## config.mk

```make
export PLATFORM = sky130hd
export DESIGN_NAME = display_timings
export DESIGN_NICKNAME = d
export VERILOG_FILES = /design/src/rtl/fizzle_pkg.sv /design/src/rtl/display_timings.sv
export SDC_FILE = /design/constraint.sdc
export NUM_CORES = 1
export LEC_CHECK = 0
export BUFFER_PORTS_ARGS = -buffer_cell sky130_fd_sc_hd__buf_2
export CORE_UTILIZATION = 31
export CTS_CLUSTER_DIAMETER = 150
export DETAILED_ROUTE_END_ITERATION = 6
export GPL_ROUTABILITY_DRIVEN = 0
export PLACE_DENSITY_LB_ADDON = 0.05
export SLEW_MARGIN = 25
export SYNTH_ARGS = -nofsm -noshare
export SYNTH_HDL_FRONTEND = slang
export SYNTH_SLANG_ARGS = --single-unit
```

## constraint.sdc

```tcl
create_clock -name clk_pix -period 2.42 [get_ports clk_pix]
set_input_delay 0.242 -clock clk_pix [delete_from_list [all_inputs] [get_ports clk_pix]]
set_output_delay 0.242 -clock clk_pix [all_outputs]
set_load 0.005 [all_outputs]
```

## src/rtl/fizzle_pkg.sv

```systemverilog
////////////////////////////////////////////////////////////////////////////
// fizzle display shared definitions
// 640x480 timing constants, colour types and the fade LFSR polynomial
////////////////////////////////////////////////////////////////////////////

`default_nettype none

package fizzle_pkg;

    typedef logic [9:0] coord_t;     // screen position, x or y
    typedef logic [3:0] colr_idx_t;  // framebuffer palette index
    typedef logic [3:0] chan_t;      // one colour channel

    // 12-bit colour, red in the top nibble
    typedef struct packed {
        chan_t r;
        chan_t g;
        chan_t b;
    } rgb_t;

    // horizontal timing in pixels
    localparam int H_RES  = 640;
    localparam int H_FP   = 16;
    localparam int H_SYNC = 96;
    localparam int H_BP   = 48;
    localparam int H_FULL = H_RES + H_FP + H_SYNC + H_BP;  // 800

    // vertical timing in lines
    localparam int V_RES  = 480;
    localparam int V_FP   = 10;
    localparam int V_SYNC = 2;
    localparam int V_BP   = 33;
    localparam int V_FULL = V_RES + V_FP + V_SYNC + V_BP;  // 525

    // fade sequence, 15 bits covers 160x120
    localparam int LFSR_LEN = 15;
    localparam logic [LFSR_LEN-1:0] LFSR_TAPS = 15'b110_0000_0000_0000;  // x^15 + x^14 + 1

endpackage

`default_nettype wire

```

## src/rtl/display_timings.sv

```systemverilog
////////////////////////////////////////////////////////////////////////////
// display timings, 640x480
// screen position counters with registered sync and data enable
////////////////////////////////////////////////////////////////////////////

`default_nettype none

module display_timings
    import fizzle_pkg::*;
(
    input  wire logic   clk_pix,
    input  wire logic   reset,
    output      coord_t sx,     // horizontal position
    output      coord_t sy,     // vertical position
    output      logic   hsync,  // active low
    output      logic   vsync,  // active low
    output      logic   de      // active area
);

    localparam int HS_STA = H_RES + H_FP;       // first hsync column
    localparam int HS_END = HS_STA + H_SYNC - 1;
    localparam int VS_STA = V_RES + V_FP;       // first vsync line
    localparam int VS_END = VS_STA + V_SYNC - 1;

    coord_t sx_next;
    coord_t sy_next;
    logic   line_end;

    // next position, syncs are decoded from it so they stay aligned with sx/sy
    always_comb begin
        line_end = (sx == H_FULL - 1);
        sx_next  = line_end ? '0 : sx + 1'b1;
        if (line_end) begin
            sy_next = (sy == V_FULL - 1) ? '0 : sy + 1'b1;  // frame wrap
        end else begin
            sy_next = sy;
        end
    end

    always_ff @(posedge clk_pix) begin
        if (reset) begin
            sx    <= '0;
            sy    <= '0;
            hsync <= 1'b1;
            vsync <= 1'b1;
            de    <= 1'b1;  // (0,0) is visible
        end else begin
            sx    <= sx_next;
            sy    <= sy_next;
            hsync <= ~((sx_next >= HS_STA) && (sx_next <= HS_END));
            vsync <= ~((sy_next >= VS_STA) && (sy_next <= VS_END));
            de    <= (sx_next < H_RES) && (sy_next < V_RES);
        end
    end

    sx_in_line: assert property (@(posedge clk_pix) disable iff (reset) sx <= H_FULL - 1)
        else $error("sx past end of line: %0d", sx);

endmodule

`default_nettype wire

```

* Word-level counts from Yosys, hierarchy flattened
Cells that the tools add are included.
Operators by class: order comparisons 6, eq/ne operators 2, reductions and logical operators 3, multiplexer cells 3, bitwise operators 2, $add $sub $neg 2
Operator list (count):
- $mux W10 | 3
- $add A10 B1 Y10 const B | 2
- $eq A10 B10 Y1 const B | 2
- $ge A10 B10 Y1 const B | 1
- $ge A10 B9 Y1 const B | 1
- $le A10 B10 Y1 const B | 1
- $le A10 B9 Y1 const B | 1
- $lt A10 B10 Y1 const B | 1
- $lt A10 B9 Y1 const B | 1
- $logic_and A1 B1 Y1 | 3
- $not A1 Y1 | 2
Word-level totals: output and inout bits 23, input bits 2, logic and storage cells 23, flip-flop bits (word level) 23

* Longest topological paths before layout
depth in word-level cells 6, gate-level depth with buffers 8, depth with buffers taken out 7

* Worst setup path after synthesis
No wires, ideal clock.
path type register to register, start reg sx[0], end reg vsync, arrival 1785 ps, stages on the path, launching flop included 8, required time 2288 ps, slack 503 ps, buffers on the path 1, clock period less this slack 1917 ps, library setup time 132 ps, path through dfxtp_1 ha_1 and4_1 buf_2 nand4_2 or3b_1 a21oi_1 nand4_1
On the way: cells in the longest elaborated chain, start to end 5, elaborated cells between the ends (all ways) 6, those cells by class order compare (2); eq/ne (1); mux (1); bitwise (1); reduce/logical (1)
RTL lines:
- from (decl) | line display_timings.sv:13 | output coord_t sx,
- from (signal assigned) | line display_timings.sv:48 | sx <= sx_next;
- $eq A10 B10 Y1 * | line display_timings.sv:31 | line_end = (sx == H_FULL - 1);
- $mux W10 * | line display_timings.sv:33 | if (line_end) begin
- $ge A10 B9 Y1 / $le A10 B9 Y1 (equally long branches) | line display_timings.sv:51 | vsync <= ~((sy_next >= VS_STA) && (sy_next <= VS_END));
- $logic_and A1 B1 Y1 * | line display_timings.sv:51
- $not A1 Y1 * | line display_timings.sv:51
- to (signal assigned) | line display_timings.sv:51
- to (decl) | line display_timings.sv:16 | output logic vsync,
Every way passes the cells marked *; elsewhere a longest branch is shown, timed or not. A chain may end at the register's enable or synchronous reset.

* Worst setup path after layout
Same ends and word-level chain as after synthesis.

==> results.json <==
{
  "die_area_um2": 4510,
  "synth_compound_area_frac": 0.134,
  "io_buffers": 24,
  "p_per_area_nw_per_um2": 430,
  "hold_buffers": 0,
  "finClkSkew_ns": 0.00877,
  "synthMuxAreaShare": 0.0152,
  "cts_setup_buffers": 0,
  "synth_cell_types": 42,
  "synth_edf_count": 0,
  "dpl.hpwl_um": 2290,
  "dr.pass1.iters": 4,
  "hold_class": "input pin to flip-flop",
  "ys_seq_area_frac": 0.349,
  "worstSetupEndpointType": "flip-flop",
  "synthXorXnorAreaFrac": 0.0864,
  "die_y_um": 67.2,
  "cp_max_fo": 8,
  "synthFlopType": "dfxtp_1",
  "syn-cell-area_um2": 1320,
  "synth.area.top_cells": "dfxtp_1, xor2_1, nor2_1",
  "start_util": 0.327,
  "utilization": 0.375,
  "criticalPathCategory": "flip-flop to flip-flop",
  "fillCellCount": 431,
  "grt_usage": 0.156,
  "holdWs_ns": 0.346,
  "route.detailed.drc": 0,
  "core_area_um2": 4030,
  "grt_max_degree": 17,
  "synthSimpleGateAreaFrac": 0.327,
  "nNetsFinal": 181,
  "diodes": 0,
  "via_per_inst": 5.12,
  "yosysMostFrequentCell": "dfxtp_1",
  "hold_viol": 0,
  "die_x_um": 67.2,
  "wl_per_cell_um": 14.1,
  "crit_required_ns": 2.55,
  "synth_common_cells": "dfxtp_1, nor2_1, nand2_1",
  "run_status": "completed",
  "rsz0062_at_grt": "no",
  "worstSetupStartpointType": "flip-flop",
  "drv_slew": 0,
  "cts_tree": "done",
  "clk_transition_reported_paths_ns": 0.08,
  "cts_resized": 0,
  "synth_top_area_frac": 0.349,
  "cap_violations": 0,
  "root_buffer": "clkbuf_8",
  "syn2layout_area_growth_pct": 14.6,
  "worst_pin_slew_ns": 0.554,
  "cts_buffers": 3,
  "clock_path_buffers": 2,
  "synth_seq_cells": 23,
  "synthAdderAreaFrac": 0.0380,
  "yosysTopAreaCell": "dfxtp_1",
  "drt_iter0_markers": 80,
  "grt_pass1_wl_um": 5260,
  "period_share": 0.883,
  "synth_nets": 159,
  "max_freq_ghz": 0.468,
  "overflow": 0,
  "async_flop_share": 0,
  "grt_pass1_vias": 1073,
  "syn_avg_cell_area_um2": 8.61,
  "clk_latency_ns": 0.26,
  "ir_drop_mv": 0.200,
  "max-slew-margin-rel": 0.628,
  "yosysWarnings": 0,
  "drt_wl_total_um": 3150,
  "ios": 25,
  "finalCriticalPeriod_ns": 2.14,
  "drive_gt1_frac": 0.213,
  "antenna_left": 0,
  "total_leakage_power_nw": 0.589,
  "vias": 1147,
  "finalSetupViolations": 0,
  "htreeDepth": 1,
  "cp.arrival_ns": 2.27,
  "rows": 23,
  "syn_inst": 153,
  "tns_ns": 0,
  "synth_top_family_by_area": "simple AND/OR/NAND/NOR gates",
  "cts_sinks": 23,
  "antenna_found_initial": 0
}
## power breakdown
group / internal, W / switching (W) / total [W]
clock: 0.000115 / 0.000123 / 0.000238
sequential: 0.000382 / 0.00000766 / 0.000390
combinational: 0.00000843 / 0.0000126 / 0.0000210
## area by class of cell
cell class              count  area (µm²)  area share
well taps                  50        62.6      0.0414
clock inverters             1        5.00     0.00331
clock buffers               3        41.3      0.0273
inverters                   6        22.5      0.0149
flip-flops and latches     23         460       0.305
repair buffers             25         128      0.0845
multi-input cells         116         791       0.524
## layout by cell type (no fill, tap or decap), types with 2 or more instances in the layout
cell,instances
o21ai_0,3
nor3_1,8
or3_1,3
nand2_1,14
o2111ai_1,2
or3b_1,2
xnor2_1,6
nand4_1,7
xor2_1,7
and4_1,3
a21oi_1,7
clkbuf_8,3
dfxtp_1,23
mux2i_1,2
nor2_1,16
inv_1,6
a211oi_1,4
buf_2,24
and3_1,5
ha_1,4
nand3_1,4
## kinds of logic (layout without fill, tap and decap cells)
kind of cell    count (synthesis)  count (layout)
compound gates                 24              24
xor+xnor                       13              13
fa+ha+maj                       4               4
buf+inv                        14              35
flops                          23              23
mux                             2               2
simple gates                   73              73
## routing by layer
layer,vias to the layer above,track usage,part of all wire
met3,2,0.0203,0.036
li1,590,-,-
met4,0,0.0559,0.0060
met2,20,0.258,0.47
met5,-,0,0
met1,535,0.206,0.49
## metrics by stage
stage / power, W / instances / area, µm² / setup WS (ns)
6_report: 0.000649 / 224 / 1510 / 0.284
5_1_grt: 0.000688 / 224 / 1510 / 0.114
4_1_cts: 0.000663 / 224 / 1510 / 0.278
3_5_place_dp: 0.000421 / 220 / 1460 / 0.285
3_3_place_gp: 0.000420 / 220 / 1460 / 0.382
2_1_floorplan: 0.000411 / 153 / 1320 / 0.503
## sequential cells by signal, indices dropped and copies added, names as in the netlist
name and flops:
de 1, hsync 1, sx 10, sy 10, vsync 1
## critical path, stage by stage (launching register included)
cell and delay [ns]:
dfxtp_1 0.46, ha_1 0.31, and4_1 0.37, nand4_2 0.20, or3b_1 0.41, a21oi_1 0.16, nand4_1 0.10
## final timing paths
path / start / endpoint / slack, ns / depth (start not counted)
setup reg to reg: sx[0]$_SDFF_PP0_ / vsync$_SDFF_PP1_ / 0.28 / 6
hold reg to reg: sy[1]$_SDFF_PP0_ / sy[1]$_SDFF_PP0_ / 0.56 / 2
setup / recovery: sx[0]$_SDFF_PP0_ / vsync$_SDFF_PP1_ / 0.28 / 6
hold / removal: reset / sx[1]$_SDFF_PP0_ / 0.35 / 2
(Power assumes the default switching activity.)
