**config.mk**
```make
export PLATFORM = sky130hd
export DESIGN_NAME = linebuffer
export DESIGN_NICKNAME = d
export VERILOG_FILES = /design/src/rtl/fizzle_pkg.sv /design/src/rtl/linebuffer.sv
export SDC_FILE = /design/constraint.sdc
export NUM_CORES = 2
export LEC_CHECK = 0
export BUFFER_PORTS_ARGS = -buffer_cell sky130_fd_sc_hd__buf_2
export CELL_PAD_IN_SITES_DETAIL_PLACEMENT = 0
export CELL_PAD_IN_SITES_GLOBAL_PLACEMENT = 1
export CORE_UTILIZATION = 51
export DETAILED_ROUTE_END_ITERATION = 12
export PLACE_DENSITY = 0.88
export SYNTH_ARGS = -nofsm -noshare
export SYNTH_HDL_FRONTEND = slang
export SYNTH_SLANG_ARGS = --single-unit
```
**constraint.sdc**
```tcl
create_clock -name clk_pix -period 2.95 [get_ports clk_pix]
set_clock_uncertainty 0.2 [all_clocks]
set_input_delay 0.1475 -clock clk_pix [delete_from_list [all_inputs] [get_ports clk_pix]]
set_output_delay 0.1475 -clock clk_pix [all_outputs]
set_load 0.05 [all_outputs]
```
**src/rtl/fizzle_pkg.sv**
```systemverilog
////////////////////////////////////////////////////////////////////////////
// fizzle display shared definitions
// 640x480 timing constants, colour types and the fade LFSR polynomial
////////////////////////////////////////////////////////////////////////////

`default_nettype none

package fizzle_pkg;

    typedef logic [9:0] coord_t;     // screen position, x or y
    typedef logic [3:0] colr_idx_t;  // framebuffer palette index
    typedef logic [3:0] chan_t;      // one colour channel

    // 12-bit colour, red in the top nibble
    typedef struct packed {
        chan_t r;
        chan_t g;
        chan_t b;
    } rgb_t;

    // horizontal timing in pixels
    localparam int H_RES  = 640;
    localparam int H_FP   = 16;
    localparam int H_SYNC = 96;
    localparam int H_BP   = 48;
    localparam int H_FULL = H_RES + H_FP + H_SYNC + H_BP;  // 800

    // vertical timing in lines
    localparam int V_RES  = 480;
    localparam int V_FP   = 10;
    localparam int V_SYNC = 2;
    localparam int V_BP   = 33;
    localparam int V_FULL = V_RES + V_FP + V_SYNC + V_BP;  // 525

    // fade sequence, 15 bits covers 160x120
    localparam int LFSR_LEN = 15;
    localparam logic [LFSR_LEN-1:0] LFSR_TAPS = 15'b110_0000_0000_0000;  // x^15 + x^14 + 1

endpackage

`default_nettype wire

```
**src/rtl/linebuffer.sv**
```systemverilog
////////////////////////////////////////////////////////////////////////////
// line buffer
// one line of colour, read back SCALE times wider, with output blanking
////////////////////////////////////////////////////////////////////////////

`default_nettype none

module linebuffer
    import fizzle_pkg::*;
#(
    parameter  int FB_WIDTH = 160,
    parameter  int SCALE    = 4,
    localparam int LB_ADDRW = $clog2(FB_WIDTH)
) (
    input  wire logic                clk_pix,
    input  wire logic                reset,
    input  wire coord_t              sx,
    input  wire logic                hsync,
    input  wire logic                vsync,
    input  wire logic                de,
    input  wire logic                lb_we,
    input  wire logic [LB_ADDRW-1:0] lb_addr,
    input  wire rgb_t                lb_colr,
    output      rgb_t                vga_rgb,
    output      logic                vga_hsync,
    output      logic                vga_vsync,
    output      logic                vga_de
);

    rgb_t                     lb_mem [FB_WIDTH] = '{default: '0};  // black until filled
    logic [LB_ADDRW-1:0]      rd_addr;
    logic [$clog2(SCALE)-1:0] pix_rpt;  // column within a scaled pixel

    always_ff @(posedge clk_pix) begin
        if (lb_we) begin
            lb_mem[lb_addr] <= lb_colr;
        end
    end

    // rd_addr = sx/SCALE, loaded on the last column so it is 0 at sx 0
    always_ff @(posedge clk_pix) begin
        if (reset || (sx == H_FULL - 1)) begin
            rd_addr <= '0;
            pix_rpt <= '0;
        end else if (pix_rpt == SCALE - 1) begin
            pix_rpt <= '0;
            if (rd_addr != FB_WIDTH - 1) begin  // hold at line end
                rd_addr <= rd_addr + 1'b1;
            end
        end else begin
            pix_rpt <= pix_rpt + 1'b1;
        end
    end

    // pixel and syncs leave together, one cycle after the timings
    always_ff @(posedge clk_pix) begin
        if (reset) begin
            vga_rgb   <= '0;
            vga_hsync <= 1'b1;
            vga_vsync <= 1'b1;
            vga_de    <= 1'b0;
        end else begin
            vga_rgb   <= de ? lb_mem[rd_addr] : '0;
            vga_hsync <= hsync;
            vga_vsync <= vsync;
            vga_de    <= de;
        end
    end

endmodule

`default_nettype wire

```
---- Yosys cells after proc, flatten, opt, wreduce, memory -nomap -nowiden ----
Memory sizes are Yosys's and may differ from the RTL's. A register that Yosys moved wholly into a read port is not among the register bits.
Cells that the tools add are included.
W data, S select, Z words.
cells by class
  add/subtract/negate cells ............... 2
  equality and inequality tests ........... 3
  muxes and demuxes ....................... 2
  bitwise logic cells ..................... 1
  reductions and logical operators ........ 4
operators with widths
  cell                    number
  $eq A10 B10 Y1 const B  1
  $add A8 B1 Y8 const B   1
  $ne A8 B8 Y1 const B    1
  $reduce_or A2 Y1        2
  $add A2 B1 Y2 const B   1
  $eq A2 B2 Y1 const B    1
  $mux W1                 2
  $reduce_and A2 Y1       1
  $logic_or A1 B1 Y1      1
  $not A1 Y1              1
word-level totals
  flip-flop bits (word level) ............. 13
  bits in writable memories ............... 1,920
  output and inout port bits .............. 15
  word-level logic and storage cells ...... 18
  memories kept ........................... 1
memory list
  name    words  bits a word  read ports  clocked after memory_dff  write ports  line              text
  lb_mem  160    12           1           1                         1            linebuffer.sv:30  rgb_t lb_mem [FB_WIDTH] = '{default: '0};

---- Depth between registers and ports, before layout ----
  depth after elaboration ................. 3
  depth in mapped cells ................... 12

---- Least setup slack after synthesis ----
OpenSTA, ideal clock, no wires.
  path type ............................... register -> register
  from .................................... reg, netlist name rd_addr[0]
  to ...................................... reg vga_rgb[0] in the netlist's numbering
  library setup time ...................... 126 ps
  data arrival time ....................... 2,386 ps
  data required time ...................... 2,624 ps
  setup slack ............................. 238 ps
  stages on the path, launching flop included .. 8
  buffers on the path ..................... 3
  period minus slack after synthesis ...... 2,712 ps
  cell sequence ........................... dfxtp_1 > buf_4 > buf_2 > buf_2 > mux4_2 > mux4_2 > a22oi_1 > o21ai_0
RTL lines
  item                    line              text
  end signal: assignment  linebuffer.sv:63  vga_rgb <= de ? lb_mem[rd_addr] : '0;
  end: declaration        linebuffer.sv:24  output rgb_t vga_rgb,

==> run_results.csv <==
group,metric,value,unit
run_status,status,"finished, violations left",
run_status,violations,"negative setup slack",
placed_design,globalplace.congestion,0.983,
synthesis,ys_seq_elements,1945,
routing,drt_iter0_drc,6739,
sta,finalHoldWorstSlack,0.0697,ns
job,cap_violations,0,
clock_tree,cts_root_buffer,"clkbuf_16",
power,p_comb_frac,0.045,
critical_path,worstPathArrival,3.62,ns
global_route,grt_usage,0.273,
routing,postRouteAntennaNets,0,
synthesis,syn_nets,3522,
critical_path,endpoint_kind,"flip-flop",
synthesis,yosysWarnings,0,
sta,finalSetupTns,-0.497,ns
synthesis,ys_seq_area_frac,0.775,
synthesis,synthCells,3484,
sta,worst_pin_slew,1.03,ns
cells_and_area,fin_nets,4106,
die,die_h,386,microns
die,fp.dieW,386,microns
sta,fin_crit_sh,1.07,
placed_design,hpwl,124000,microns
critical_path,slowest_stage,"dfxtp_4",
critical_path,startpoint_type,"flip-flop",
cells_and_area,utilization,0.603,
critical_path,path_cells,"nor2b_2 -> buf_4 -> a22o_1 -> a221oi_1 -> buf_4 -> o22ai_2 -> nor3_1 -> o32ai_1",
power,clockPowerShare,0.405,
cells_and_area,drive_gt1_frac,0.311,
routing,vias,40700,
critical_path,path_buf_inv,2,
sta,fin_ws,-0.219,ns
power,max-vdd-ir-drop,0.673,mV
sta,period_needed,3.17,ns
sta,max_freq,0.316,GHz
clock_tree,clk_path_buf_depth,3,
die,rows,140,
power,powerDensity,630,nW/um^2
sta,relSlewSlack,0.310,
min_path,min_path_type,"input pin to flip-flop",
sta,hold_violations,0,
sta,slew_viol_final,0,
clock_tree,clkSinkCount,1945,
routing,wl_per_cell,33.9,microns
power,seq_power_share,0.550,
power,p_int,0.0437,W
clock_tree,cts_tree,"yes",
placed_design,port_buffers,50,
routing,viasPerCell,6.62,
placed_design,pre_cts_ws,-0.231,ns
critical_path,path_class,"flip-flop to flip-flop",
routing,dr.pass1.iters,8,
global_route,first_global_vias,39500,
critical_path,crit_fanout,19,
cells_and_area,num-fill-cells,9502,
global_route,grt_max_degree,89,
synthesis,yosysUniqueCellTypes,59,
critical_path,path_delay_family,"compound AO/OA/AOI/OAI gates",
sta,finalSetupViolations,10,
synthesis,syn_area,75000,sq um
routing,drt-total-wl,208000,microns
die,io_pins,51,
die,core_area,146000,sq um
clock_tree,clkTransAtPathRegs,0.07,ns
synthesis,synth_edf_count,1920,
clock_tree,cts-htree-levels,4,
clock_tree,clock_latency,0.82,ns
cells_and_area,area_delta_synth_final,17.2,%
power,p_leak,27.6,nW
routing,drc,0,
critical_path,cp_common_cell,"buf_4",
critical_path,cp.required,3.41,ns
global_route,overflow,0,
power,finalPower,0.0554,W
power,swShare,0.211,
die,start_util,0.515,
synthesis,synth_area_per_cell,21.5,sq um
global_route,antenna_found_initial,14,
global_route,grt_pass1_wl,285000,microns
clock_tree,numCtsBuffers,178,
synthesis,synth_flop_cell,"edfxtp_1",
synthesis,async_flop_share,0,
critical_path,max_stage_delay,0.64,ns
power,p_sw,0.0117,W
die,dieArea,149000,sq um
## registers in the layout, summed over array words and instances (netlist names)
signal,flops
vga_hsync,1
rd_addr,8
pix_rpt,2
vga_rgb,12
vga_vsync,1
vga_de,1
lb_mem,1920
## tightest hold or removal path: stages
cell and delay [ns]:
buf_2 0.21, nor2b_1 0.09, nand3_1 0.08, buf_4 0.25, nor2_1 0.11
## power by group through the flow
stage	clock (W)	sequential, W	combinational (W)
finish	0.0224	0.0304	0.00250
detailed placement	0	0.0310	0.00218
global route	0.0235	0.0304	0.00258
floorplan	0	0.0311	0.00114
global placement	0	0.0310	0.00212
CTS	0.0224	0.0304	0.00229
## layout make-up
cell class	count	area (sq um)	share of cell area
Antenna cell	6	15.0	0.000171
Clock buffer	228	4710	0.0536
Clock inverter	103	900	0.0102
Inverter	7	30.0	0.000342
Multi-Input combinational cell	1335	16000	0.183
Sequential cell	1945	58200	0.662
Tap cell	1917	2400	0.0273
Timing Repair Buffer	601	5630	0.0640
## per-layer routing
metal / up-vias / track usage / wire length (microns)
li1: 15800 / - / -
met1: 20700 / 0.359 / 69500
met2: 3518 / 0.423 / 97600
met5: - / 0 / 89
met3: 638 / 0.0784 / 28900
met4: 14 / 0.126 / 12200
## logic make-up (layout without fill, tap and decap cells)
family / Yosys count / after routing / synth area share
AOI/OAI and AO/OA: 284 / 284 / 0.0272
xor gates and xnor gates: 6 / 6 / 0.000700
adders and majority gates: 2 / 2 / 0.000334
buffers and inverters: 204 / 939 / 0.0144
DFF: 1945 / 1945 / 0.775
muxes: 632 / 632 / 0.158
other: 0 / 6 / 0
and+or+nand+nor: 411 / 411 / 0.0243
## layout by cell type, fill, tap and decap left out, types with 31 or more instances in the layout
cell | Yosys | layout
edfxtp_1 | 1920 | 1920
clkbuf_1 | 84 | 45
mux2i_1 | 185 | 181
a21oi_1 | 49 | 47
nor3_1 | 44 | 38
o221ai_1 | 60 | 59
nand2_1 | 76 | 75
buf_12 | 0 | 53
buf_4 | 36 | 441
clkinv_1 | 1 | 41
mux4_2 | 440 | 440
buf_2 | 42 | 38
nor2_1 | 191 | 189
o22ai_1 | 43 | 41
dlygate4sd3_1 | 0 | 39
clkinv_2 | 0 | 31
clkbuf_16 | 0 | 188
## final timing paths
path / start / slack (ns) / to / cells past startpoint
worst min register to register: pix_rpt[0]$_SDFF_PP0_ / 0.24 / pix_rpt[0]$_SDFF_PP0_ / 1
worst max register to register: rd_addr[3]$_SDFFE_PP0P_ / -0.22 / vga_rgb[6]$_SDFF_PP0_ / 8
worst min-delay path: lb_addr[4] / 0.07 / lb_mem[97][5]$_DFFE_PP_ / 5
worst max-delay path: rd_addr[3]$_SDFFE_PP0P_ / -0.22 / vga_rgb[6]$_SDFF_PP0_ / 8
## what timing repair did
action,4_1_cts,5_1_grt
gates resized for setup,36,36
hold buffers,39,0
cloned,2,8
setup endpoints to repair,10,12
endpoints found under the hold margin,1685,0
pin swaps,3,6
setup buffers,1,45
## stage by stage
stage	instances	instance area (sq um)
floorplan	3484	75000
CTS	6083	87100
global route	6139	87900
detailed placement	5710	80800
finish	6142	87900
global placement	5710	80800
## synthesized netlist by cell type (6+ instances only)
cell type / n / share of area
and3_1: 9 / 0.00075
nand2_1: 76 / 0.0038
o32ai_1: 7 / 0.00082
a22oi_1: 21 / 0.0021
mux4_2: 440 / 0.13
nor2_1: 191 / 0.0096
edfxtp_1: 1920 / 0.77
nor2b_1: 21 / 0.0018
mux2i_1: 185 / 0.025
nand2b_1: 6 / 0.00050
a211oi_1: 10 / 0.0010
a22o_1: 18 / 0.0021
a221oi_1: 10 / 0.0012
buf_2: 42 / 0.0028
mux2_2: 7 / 0.0011
nand4_1: 10 / 0.00083
buf_1: 18 / 0.00090
a21oi_1: 49 / 0.0033
o22ai_1: 43 / 0.0036
clkbuf_1: 84 / 0.0042
o221ai_1: 60 / 0.0070
buf_6: 17 / 0.0026
and2_1: 8 / 0.00067
nand3_1: 29 / 0.0019
nor3_1: 44 / 0.0029
a31oi_1: 9 / 0.00075
o21ai_0: 20 / 0.0013
dfxtp_1: 25 / 0.0067
buf_4: 36 / 0.0036
Note: power is estimated with default switching activity, not from simulation.
