==> src/rtl/fizzle_pkg.sv <==
////////////////////////////////////////////////////////////////////////////
// fizzle display shared definitions
// 640x480 timing constants, colour types and the fade LFSR polynomial
////////////////////////////////////////////////////////////////////////////

`default_nettype none

package fizzle_pkg;

    typedef logic [9:0] coord_t;     // screen position, x or y
    typedef logic [3:0] colr_idx_t;  // framebuffer palette index
    typedef logic [3:0] chan_t;      // one colour channel

    // 12-bit colour, red in the top nibble
    typedef struct packed {
        chan_t r;
        chan_t g;
        chan_t b;
    } rgb_t;

    // horizontal timing in pixels
    localparam int H_RES  = 640;
    localparam int H_FP   = 16;
    localparam int H_SYNC = 96;
    localparam int H_BP   = 48;
    localparam int H_FULL = H_RES + H_FP + H_SYNC + H_BP;  // 800

    // vertical timing in lines
    localparam int V_RES  = 480;
    localparam int V_FP   = 10;
    localparam int V_SYNC = 2;
    localparam int V_BP   = 33;
    localparam int V_FULL = V_RES + V_FP + V_SYNC + V_BP;  // 525

    // fade sequence, 15 bits covers 160x120
    localparam int LFSR_LEN = 15;
    localparam logic [LFSR_LEN-1:0] LFSR_TAPS = 15'b110_0000_0000_0000;  // x^15 + x^14 + 1

endpackage

`default_nettype wire

==> src/rtl/fb_line_reader.sv <==
////////////////////////////////////////////////////////////////////////////
// framebuffer line reader
// copies one framebuffer line per SCALE lines through the palette
////////////////////////////////////////////////////////////////////////////

`default_nettype none

module fb_line_reader
    import fizzle_pkg::*;
#(
    parameter  int FB_WIDTH  = 160,
    parameter  int FB_HEIGHT = 120,
    parameter  int SCALE     = 4,
    localparam int FB_ADDRW  = $clog2(FB_WIDTH * FB_HEIGHT),
    localparam int LB_ADDRW  = $clog2(FB_WIDTH)
) (
    input  wire logic                clk_pix,
    input  wire logic                reset,
    input  wire coord_t              sx,
    input  wire coord_t              sy,
    output      logic [FB_ADDRW-1:0] fb_addr_read,
    input  wire colr_idx_t           fb_colr,
    input  wire logic                revealed,
    input  wire logic                pal_we,
    input  wire colr_idx_t           pal_idx,
    input  wire rgb_t                pal_colr,
    output      logic                lb_we,
    output      logic [LB_ADDRW-1:0] lb_addr,
    output      rgb_t                lb_colr
);

    // setup, RAM and palette stages run ahead so writes land on sx H_RES..H_FULL-1
    localparam int PIPE_LEAD = 4;

    typedef enum logic [2:0] {
        IDLE,        // wait for last line of frame
        START,       // rewind to framebuffer line 0
        AWAIT_POS,   // wait for copy start column
        START_LINE,  // address setup, line repeat count
        READ_FB,     // one framebuffer pixel per cycle
        LINE_DONE
    } state_t;

    state_t state;
    state_t state_next;

    rgb_t palette [2**$bits(colr_idx_t)];  // 16 entries

    logic [$clog2(FB_HEIGHT)-1:0] fb_line_cnt;
    logic [$clog2(SCALE)-1:0]     line_rpt;   // display lines per fb line
    logic [LB_ADDRW-1:0]          pix_cnt;
    logic                         rd_valid;   // READ_FB delayed for RAM
    logic [LB_ADDRW-1:0]          rd_addr;    // pix_cnt delayed for RAM
    logic                         copy_start;
    logic                         last_line;
    logic                         last_pixel;
    logic                         read_line;

    always_comb begin
        copy_start = (sx == H_RES - PIPE_LEAD);
        last_line  = (fb_line_cnt == FB_HEIGHT - 1);
        last_pixel = (pix_cnt == FB_WIDTH - 1);
        read_line  = (line_rpt == 0);  // first of each SCALE group
    end

    always_comb begin
        case (state)
            IDLE:       state_next = (sy == V_FULL - 1) ? START : IDLE;
            START:      state_next = AWAIT_POS;
            AWAIT_POS:  state_next = copy_start ? START_LINE : AWAIT_POS;
            START_LINE: state_next = read_line ? READ_FB : AWAIT_POS;
            READ_FB:    state_next = last_pixel ? LINE_DONE : READ_FB;
            LINE_DONE:  state_next = last_line ? IDLE : AWAIT_POS;
            default:    state_next = IDLE;
        endcase
    end

    always_ff @(posedge clk_pix) begin
        if (reset) begin
            state        <= IDLE;
            fb_line_cnt  <= '0;
            line_rpt     <= '0;
            pix_cnt      <= '0;
            fb_addr_read <= '0;
            rd_valid     <= 1'b0;
            lb_we        <= 1'b0;
        end else begin
            state    <= state_next;
            rd_valid <= (state == READ_FB);
            lb_we    <= rd_valid;  // two cycles behind the fb address
            case (state)
                START: begin
                    fb_line_cnt  <= '0;
                    line_rpt     <= '0;
                    fb_addr_read <= '0;
                end
                AWAIT_POS: pix_cnt <= '0;
                START_LINE: begin
                    if (line_rpt == SCALE - 1) begin  // next fb line after this one
                        fb_line_cnt <= fb_line_cnt + 1'b1;
                        line_rpt    <= '0;
                    end else begin
                        line_rpt <= line_rpt + 1'b1;
                    end
                end
                READ_FB: begin
                    fb_addr_read <= fb_addr_read + 1'b1;  // ends on next line base
                    pix_cnt      <= pix_cnt + 1'b1;
                end
                default: ;
            endcase
        end
    end

    // palette lookup, black where the pixel is still hidden
    always_ff @(posedge clk_pix) begin
        rd_addr <= pix_cnt;
        lb_addr <= rd_addr;
        lb_colr <= revealed ? palette[fb_colr] : '0;
    end

    always_ff @(posedge clk_pix) begin
        if (pal_we) begin
            palette[pal_idx] <= pal_colr;
        end
    end

    lb_write_in_blank: assert property (@(posedge clk_pix) disable iff (reset)
        lb_we |-> (sx >= H_RES))
        else $error("line buffer written during active video, sx=%0d", sx);

endmodule

`default_nettype wire

==> config.mk <==
export PLATFORM = sky130hd
export DESIGN_NAME = fb_line_reader
export DESIGN_NICKNAME = d
export VERILOG_FILES = /design/src/rtl/fizzle_pkg.sv /design/src/rtl/fb_line_reader.sv
export SDC_FILE = /design/constraint.sdc
export NUM_CORES = 1
export LEC_CHECK = 0
export ABC_AREA = 1
export BUFFER_PORTS_ARGS = -buffer_cell sky130_fd_sc_hd__buf_2
export CAP_MARGIN = 20
export CORE_MARGIN = 10
export CORE_UTILIZATION = 33
export CTS_BUF_LIST = sky130_fd_sc_hd__clkbuf_2
export CTS_CLUSTER_DIAMETER = 60
export DETAILED_ROUTE_END_ITERATION = 12
export GPL_ROUTABILITY_DRIVEN = 0
export HOLD_SLACK_MARGIN = 0.15
export PLACE_DENSITY = 0.54
export RECOVER_POWER = 50
export REMOVE_ABC_BUFFERS = 1
export SKIP_CTS_REPAIR_TIMING = 1
export SLEW_MARGIN = 20
export SYNTH_ARGS = -nofsm -noshare
export SYNTH_HDL_FRONTEND = slang
export SYNTH_SLANG_ARGS = --single-unit
==> constraint.sdc <==
create_clock -name clk_pix -period 2.6 [get_ports clk_pix]
set_input_delay 0.13 -clock clk_pix [delete_from_list [all_inputs] [get_ports clk_pix]]
set_output_delay 0.13 -clock clk_pix [all_outputs]
set_load 0.02 [all_outputs]
After elaboration in Yosys (flattened, before gate mapping) --
Memories as Yosys holds them, arrays and structs flattened. A register that Yosys moved wholly into a read port is not among the register bits. Cells that the tools add are included.
Storage, ports and cells: input bits 44, memory bits (writable) 192, register bits 53, logic and storage cells 46, memories 1
Memory list:
- palette | words 16, width 12, read ports 1, clocked after Yosys merged registers in 1, write ports 1, line fb_line_reader.sv:47 | rgb_t palette [2**$bits(colr_idx_t)];
Operators by class: equality and inequality tests 11, reductions and logical operators 7, $add $sub $neg 4, muxes and demuxes 14
Operators by type and width (number):
- 15-bit one-hot mux with 2 select lines | 1
- 10-bit == test (second input constant) | 2
- 3-bit one-hot mux with 6 select lines | 1
- 8-bit one-hot mux with 2 select lines | 1
- 15-bit by 1-bit adder with 15-bit output (second input constant) | 1
- 7-bit one-hot mux with 2 select lines | 1
- 8-bit by 1-bit adder with 8-bit output (second input constant) | 1
- 8-bit == test (second input constant) | 1
- 7-bit by 1-bit adder with 7-bit output (second input constant) | 1
- 7-bit == test (second input constant) | 1
- 7-bit 2-to-1 mux | 1
- 3-bit by 2-bit == test with 1-bit output (second input constant) | 2
- 3-bit == test (second input constant) | 2
- 2-bit nonzero test | 3
- 1-bit 2-to-1 mux | 5
- 2-bit 2-to-1 mux | 2
- 2-bit one-hot mux with 2 select lines | 1
- 3-bit by 1-bit == test with 1-bit output (second input constant) | 1
- 3-bit logical NOT | 1
- 3-bit 2-to-1 mux | 1
- 2-bit by 1-bit adder with 2-bit output (second input constant) | 1
- 2-bit == test (second input constant) | 1
- 2-bit logical NOT | 1
- 2-bit != test (second input constant) | 1
- 2 further kinds | 2

Logic depth before layout (Yosys ltp) --
depth after elaboration 3, depth in mapped cells 9, mapped depth without buffers 9

Least setup slack after synthesis --
Ideal clock, no wire load.
path kind register -> register, start register fb_addr_read[0], end register fb_addr_read[12], library setup time 0.110 ns, cell stages (with the launch flop) 9, arrival 1.364 ns, setup slack 1.127 ns, cell sequence dfxtp_1 ha_1 nand2_1 nor2_2 nand3_2 nor2_2 nand3_1 nand2_1 nor2_1
On the way: word-level cells in the longest chain between the ends 2
RTL lines:
- start: declaration | line fb_line_reader.sv:21 | output logic [FB_ADDRW-1:0] fb_addr_read,
- start signal: assignment | line fb_line_reader.sv:107 | fb_addr_read <= fb_addr_read + 1'b1;
- 15-bit by 1-bit adder with 15-bit output | line fb_line_reader.sv:107
- 15-bit one-hot mux with 2 select lines | line fb_line_reader.sv:91 | case (state)
Every way passes these cells. A chain may end at the register's enable or synchronous reset.

Final worst setup path --
start register state[2], end register state[0]
On the way: word-level cells in the longest chain between the ends 2
RTL lines:
- start: declaration | line fb_line_reader.sv:44 | state_t state;
- start signal: assignment | line fb_line_reader.sv:88 | state <= state_next;
- 3-bit == test (tied with other cells) | line fb_line_reader.sv:67 | case (state)
- 3-bit one-hot mux with 6 select lines (*) | line fb_line_reader.sv:67
Every way passes the cells marked *; elsewhere a longest branch is shown, timed or not.

==> flow_summary.json <==
{
  "comb_power_share": 0.065,
  "path_buf_inv": 4,
  "postLayoutCoreUtil": 0.3962,
  "clk_latency_ps": 840,
  "status": "finished clean",
  "synthToLayoutAreaGrowth_pct": 17.96,
  "cp.depth": 9,
  "synth_async_sr_flop_share": 0,
  "ys_types": 34,
  "slew_viol_final": 0,
  "setup-tns-final_ps": 0,
  "layout_common_cells": "360 x nand2_1, 192 x edfxtp_1, 147 x nand3_1, 127 x inv_1, 108 x clkbuf_2",
  "grt_pass1_wl_mm": 40.86,
  "clockBufferDepth": 3,
  "crit_path_end": "state[0]$_SDFF_PP0_",
  "fin_worst_skew_ps": 110.9,
  "avgViaCountPerCell": 4.563,
  "drtIter0Drc": 397,
  "postSynthCellCount": 1072,
  "synth_edf_count": 192,
  "start_util": 0.3359,
  "cp_slowest_stage_delay_ps": 550,
  "slowest_stage": "dlygate4sd3_1",
  "rsz0062_at_grt": "no",
  "ir_drop_v": 0.0004024,
  "post-dp-hpwl_mm": 15.93,
  "reg2reg_to": "state[0]$_SDFF_PP0_",
  "grt_util_all_layers": 0.1327,
  "pwr-share-clk": 0.375,
  "grt_max_degree": 63,
  "path_max_fanout": 9,
  "dpl_worst_slack_ps": 1068,
  "crit_family": "buffers and inverters",
  "wl_per_cell_um": 15.43,
  "path_cells": "inv_1, nand3_2, nor2_1, nand2_1, dlygate4sd3_1, nand3_1, dlygate4sd3_1, nand2_1, inv_1",
  "cts.htree.levels": 3,
  "power.density_nw_per_um2": 639.3,
  "port_buffers": 79,
  "fin_nets": 1294,
  "max_freq_mhz": 431.0,
  "r2r_slack_ps": 280,
  "drc": 0,
  "end_kind": "register",
  "grt_pass1_vias": 7605,
  "numCtsBuffers": 71,
  "p_int_mw": 5.964,
  "setup_viol": 0,
  "avgSynthCellArea_um2": 9.912,
  "relSlewSlack": 0.3030,
  "die_w_um": 199.4,
  "switchingPower_mw": 2.048,
  "ys_ff_latch": 257,
  "ys.flop_type": "edfxtp_1",
  "p_seq_frac": 0.561,
  "synth_area_um2": 10630,
  "cts_sinks": 257,
  "synth-seq-area-share": 0.6651,
  "design.core.area_um2": 31640,
  "clock-root-buffer": "clkbuf_2",
  "p_leak_nw": 5.326,
  "cp.required_ps": 3270,
  "cp-startpoint": "state[2]$_SDFF_PP0_",
  "whs_ps": 284.6,
  "reg2reg_from": "state[2]$_SDFF_PP0_",
  "final_common_cell": "nand2_1",
  "finalCritPeriodShare": 0.8924,
  "period_needed_ps": 2320,
  "critPathArrivalTime_ps": 2990,
  "tritoncts": "built",
  "rows": 65,
  "cp-start-kind": "register",
  "critPathKind": "register to register",
  "ant_nets": 0,
  "r2r_cells": 9,
  "p_sw_frac": 0.2557,
  "fin_ws_ps": 279.8,
  "ios": 80,
  "routed_wl_mm": 26.32,
  "die_y_um": 199.4,
  "hold_violations": 0,
  "post_route_cells_drive_above_1_share": 0.1690,
  "final_area_um2": 12530,
  "worst_hold_path_type": "input port to register",
  "drtPass1Iterations": 5,
  "clk_pin_slew_ps": 100,
  "vias": 7785,
  "place_area_um2": 11500,
  "yosys_warnings": 0,
  "max_cap_viol_count": 0,
  "tightest_slew_ps": 1046,
  "antenna_found_initial": 1,
  "grt_overflow": 0,
  "die_area_um2": 39770
}
## state kept, by name, summed over array words and instances (netlist names)
name and count:
fb_addr_read 15, fb_line_cnt 7, lb_addr 8, lb_colr 12
lb_we 1, line_rpt 2, palette 192, pix_cnt 8
rd_addr 8, rd_valid 1, state 3
## cell type report
cell class              count  area [µm²]
diodes                      2       5.005
clock buffers             108       540.5
clock inverters            22       156.4
fillers                  3162       19100
inverters                 132       495.5
multi-input cells         640        2815
flip-flops and latches    257        7067
well taps                 402       503.0
repair buffers            143       950.9
## worst min-delay path: stages
cell and delay (ps):
dlygate4sd3_1 530, buf_2 230, nor2_1 130
## cell families after synthesis
| group | count (synthesis) | share of synthesized area |
|---|---|---|
| and+or+nand+nor | 582 | 0.2320 |
| DFF | 257 | 0.6651 |
| buffers and inverters | 175 | 0.06995 |
| AOI/OAI and AO/OA | 52 | 0.02626 |
| adders and majority gates | 5 | 0.005888 |
| xor gates and xnor gates | 1 | 0.0008245 |
## cell usage after synthesis, types with 2 or more instances
cell type  instances  area, µm²
a211oi_1           2      15.01
a21oi_1           35      175.2
buf_1              5      18.77
buf_2             21      105.1
buf_4              2      15.01
buf_6              7      78.83
clkbuf_1           8      30.03
dfxtp_1           65       1301
edfxtp_1         192       5766
ha_1               5      62.56
inv_1            127      476.7
inv_2              4      15.01
nand2_1          360       1351
nand2_2            2      12.51
nand3_1          147      735.7
nand3_2            2      20.02
nand3b_1           3      22.52
nand4_1            3      18.77
nor2_1            49      183.9
nor2_2             5      31.28
nor3_1             5      25.02
o21ai_0           10      50.05
o31ai_1            2      15.01
## stage by stage
step | power [mW] | std cells
after floorplan | 4.811 | 1029
after CTS | 8.110 | 1667
after global routing | 8.459 | 1706
final | 8.012 | 1706
after global placement | 5.067 | 1537
after detailed placement | 5.071 | 1537
## layer usage
| layer | part of all wire | vias up | global-route usage |
|---|---|---|---|
| li1 | - | 3908 | - |
| met1 | 0.46 | 3627 | 0.1649 |
| met2 | 0.47 | 219 | 0.2148 |
| met3 | 0.056 | 31 | 0.03566 |
| met4 | 0.019 | 0 | 0.05328 |
| met5 | 0 | - | 0 |
## power groups by stage
stage	combinational (mW)	clock [mW]	sequential [mW]
5_1_grt	0.581	3.38	4.50
3_3_place_gp	0.480	0	4.59
2_1_floorplan	0.208	0	4.60
4_1_cts	0.486	3.13	4.49
6_report	0.517	3.00	4.49
3_5_place_dp	0.483	0	4.59
## worst min-delay path by stage
stage / startpoint / end / cells after the start
after floorplan: reset / fb_addr_read[8]$_SDFFE_PP0P_ / 1
after global placement: rd_addr[0]$_DFF_P_ / lb_addr[0]$_DFF_P_ / 0
after detailed placement: rd_addr[1]$_DFF_P_ / lb_addr[1]$_DFF_P_ / 0
after CTS: pal_colr[11] / palette[6][11]$_DFFE_PP_ / 1
after global routing: reset / fb_line_cnt[0]$_SDFFE_PP0P_ / 3
final: reset / fb_line_cnt[0]$_SDFFE_PP0P_ / 3
Note: power is estimated with default switching activity, not from simulation.
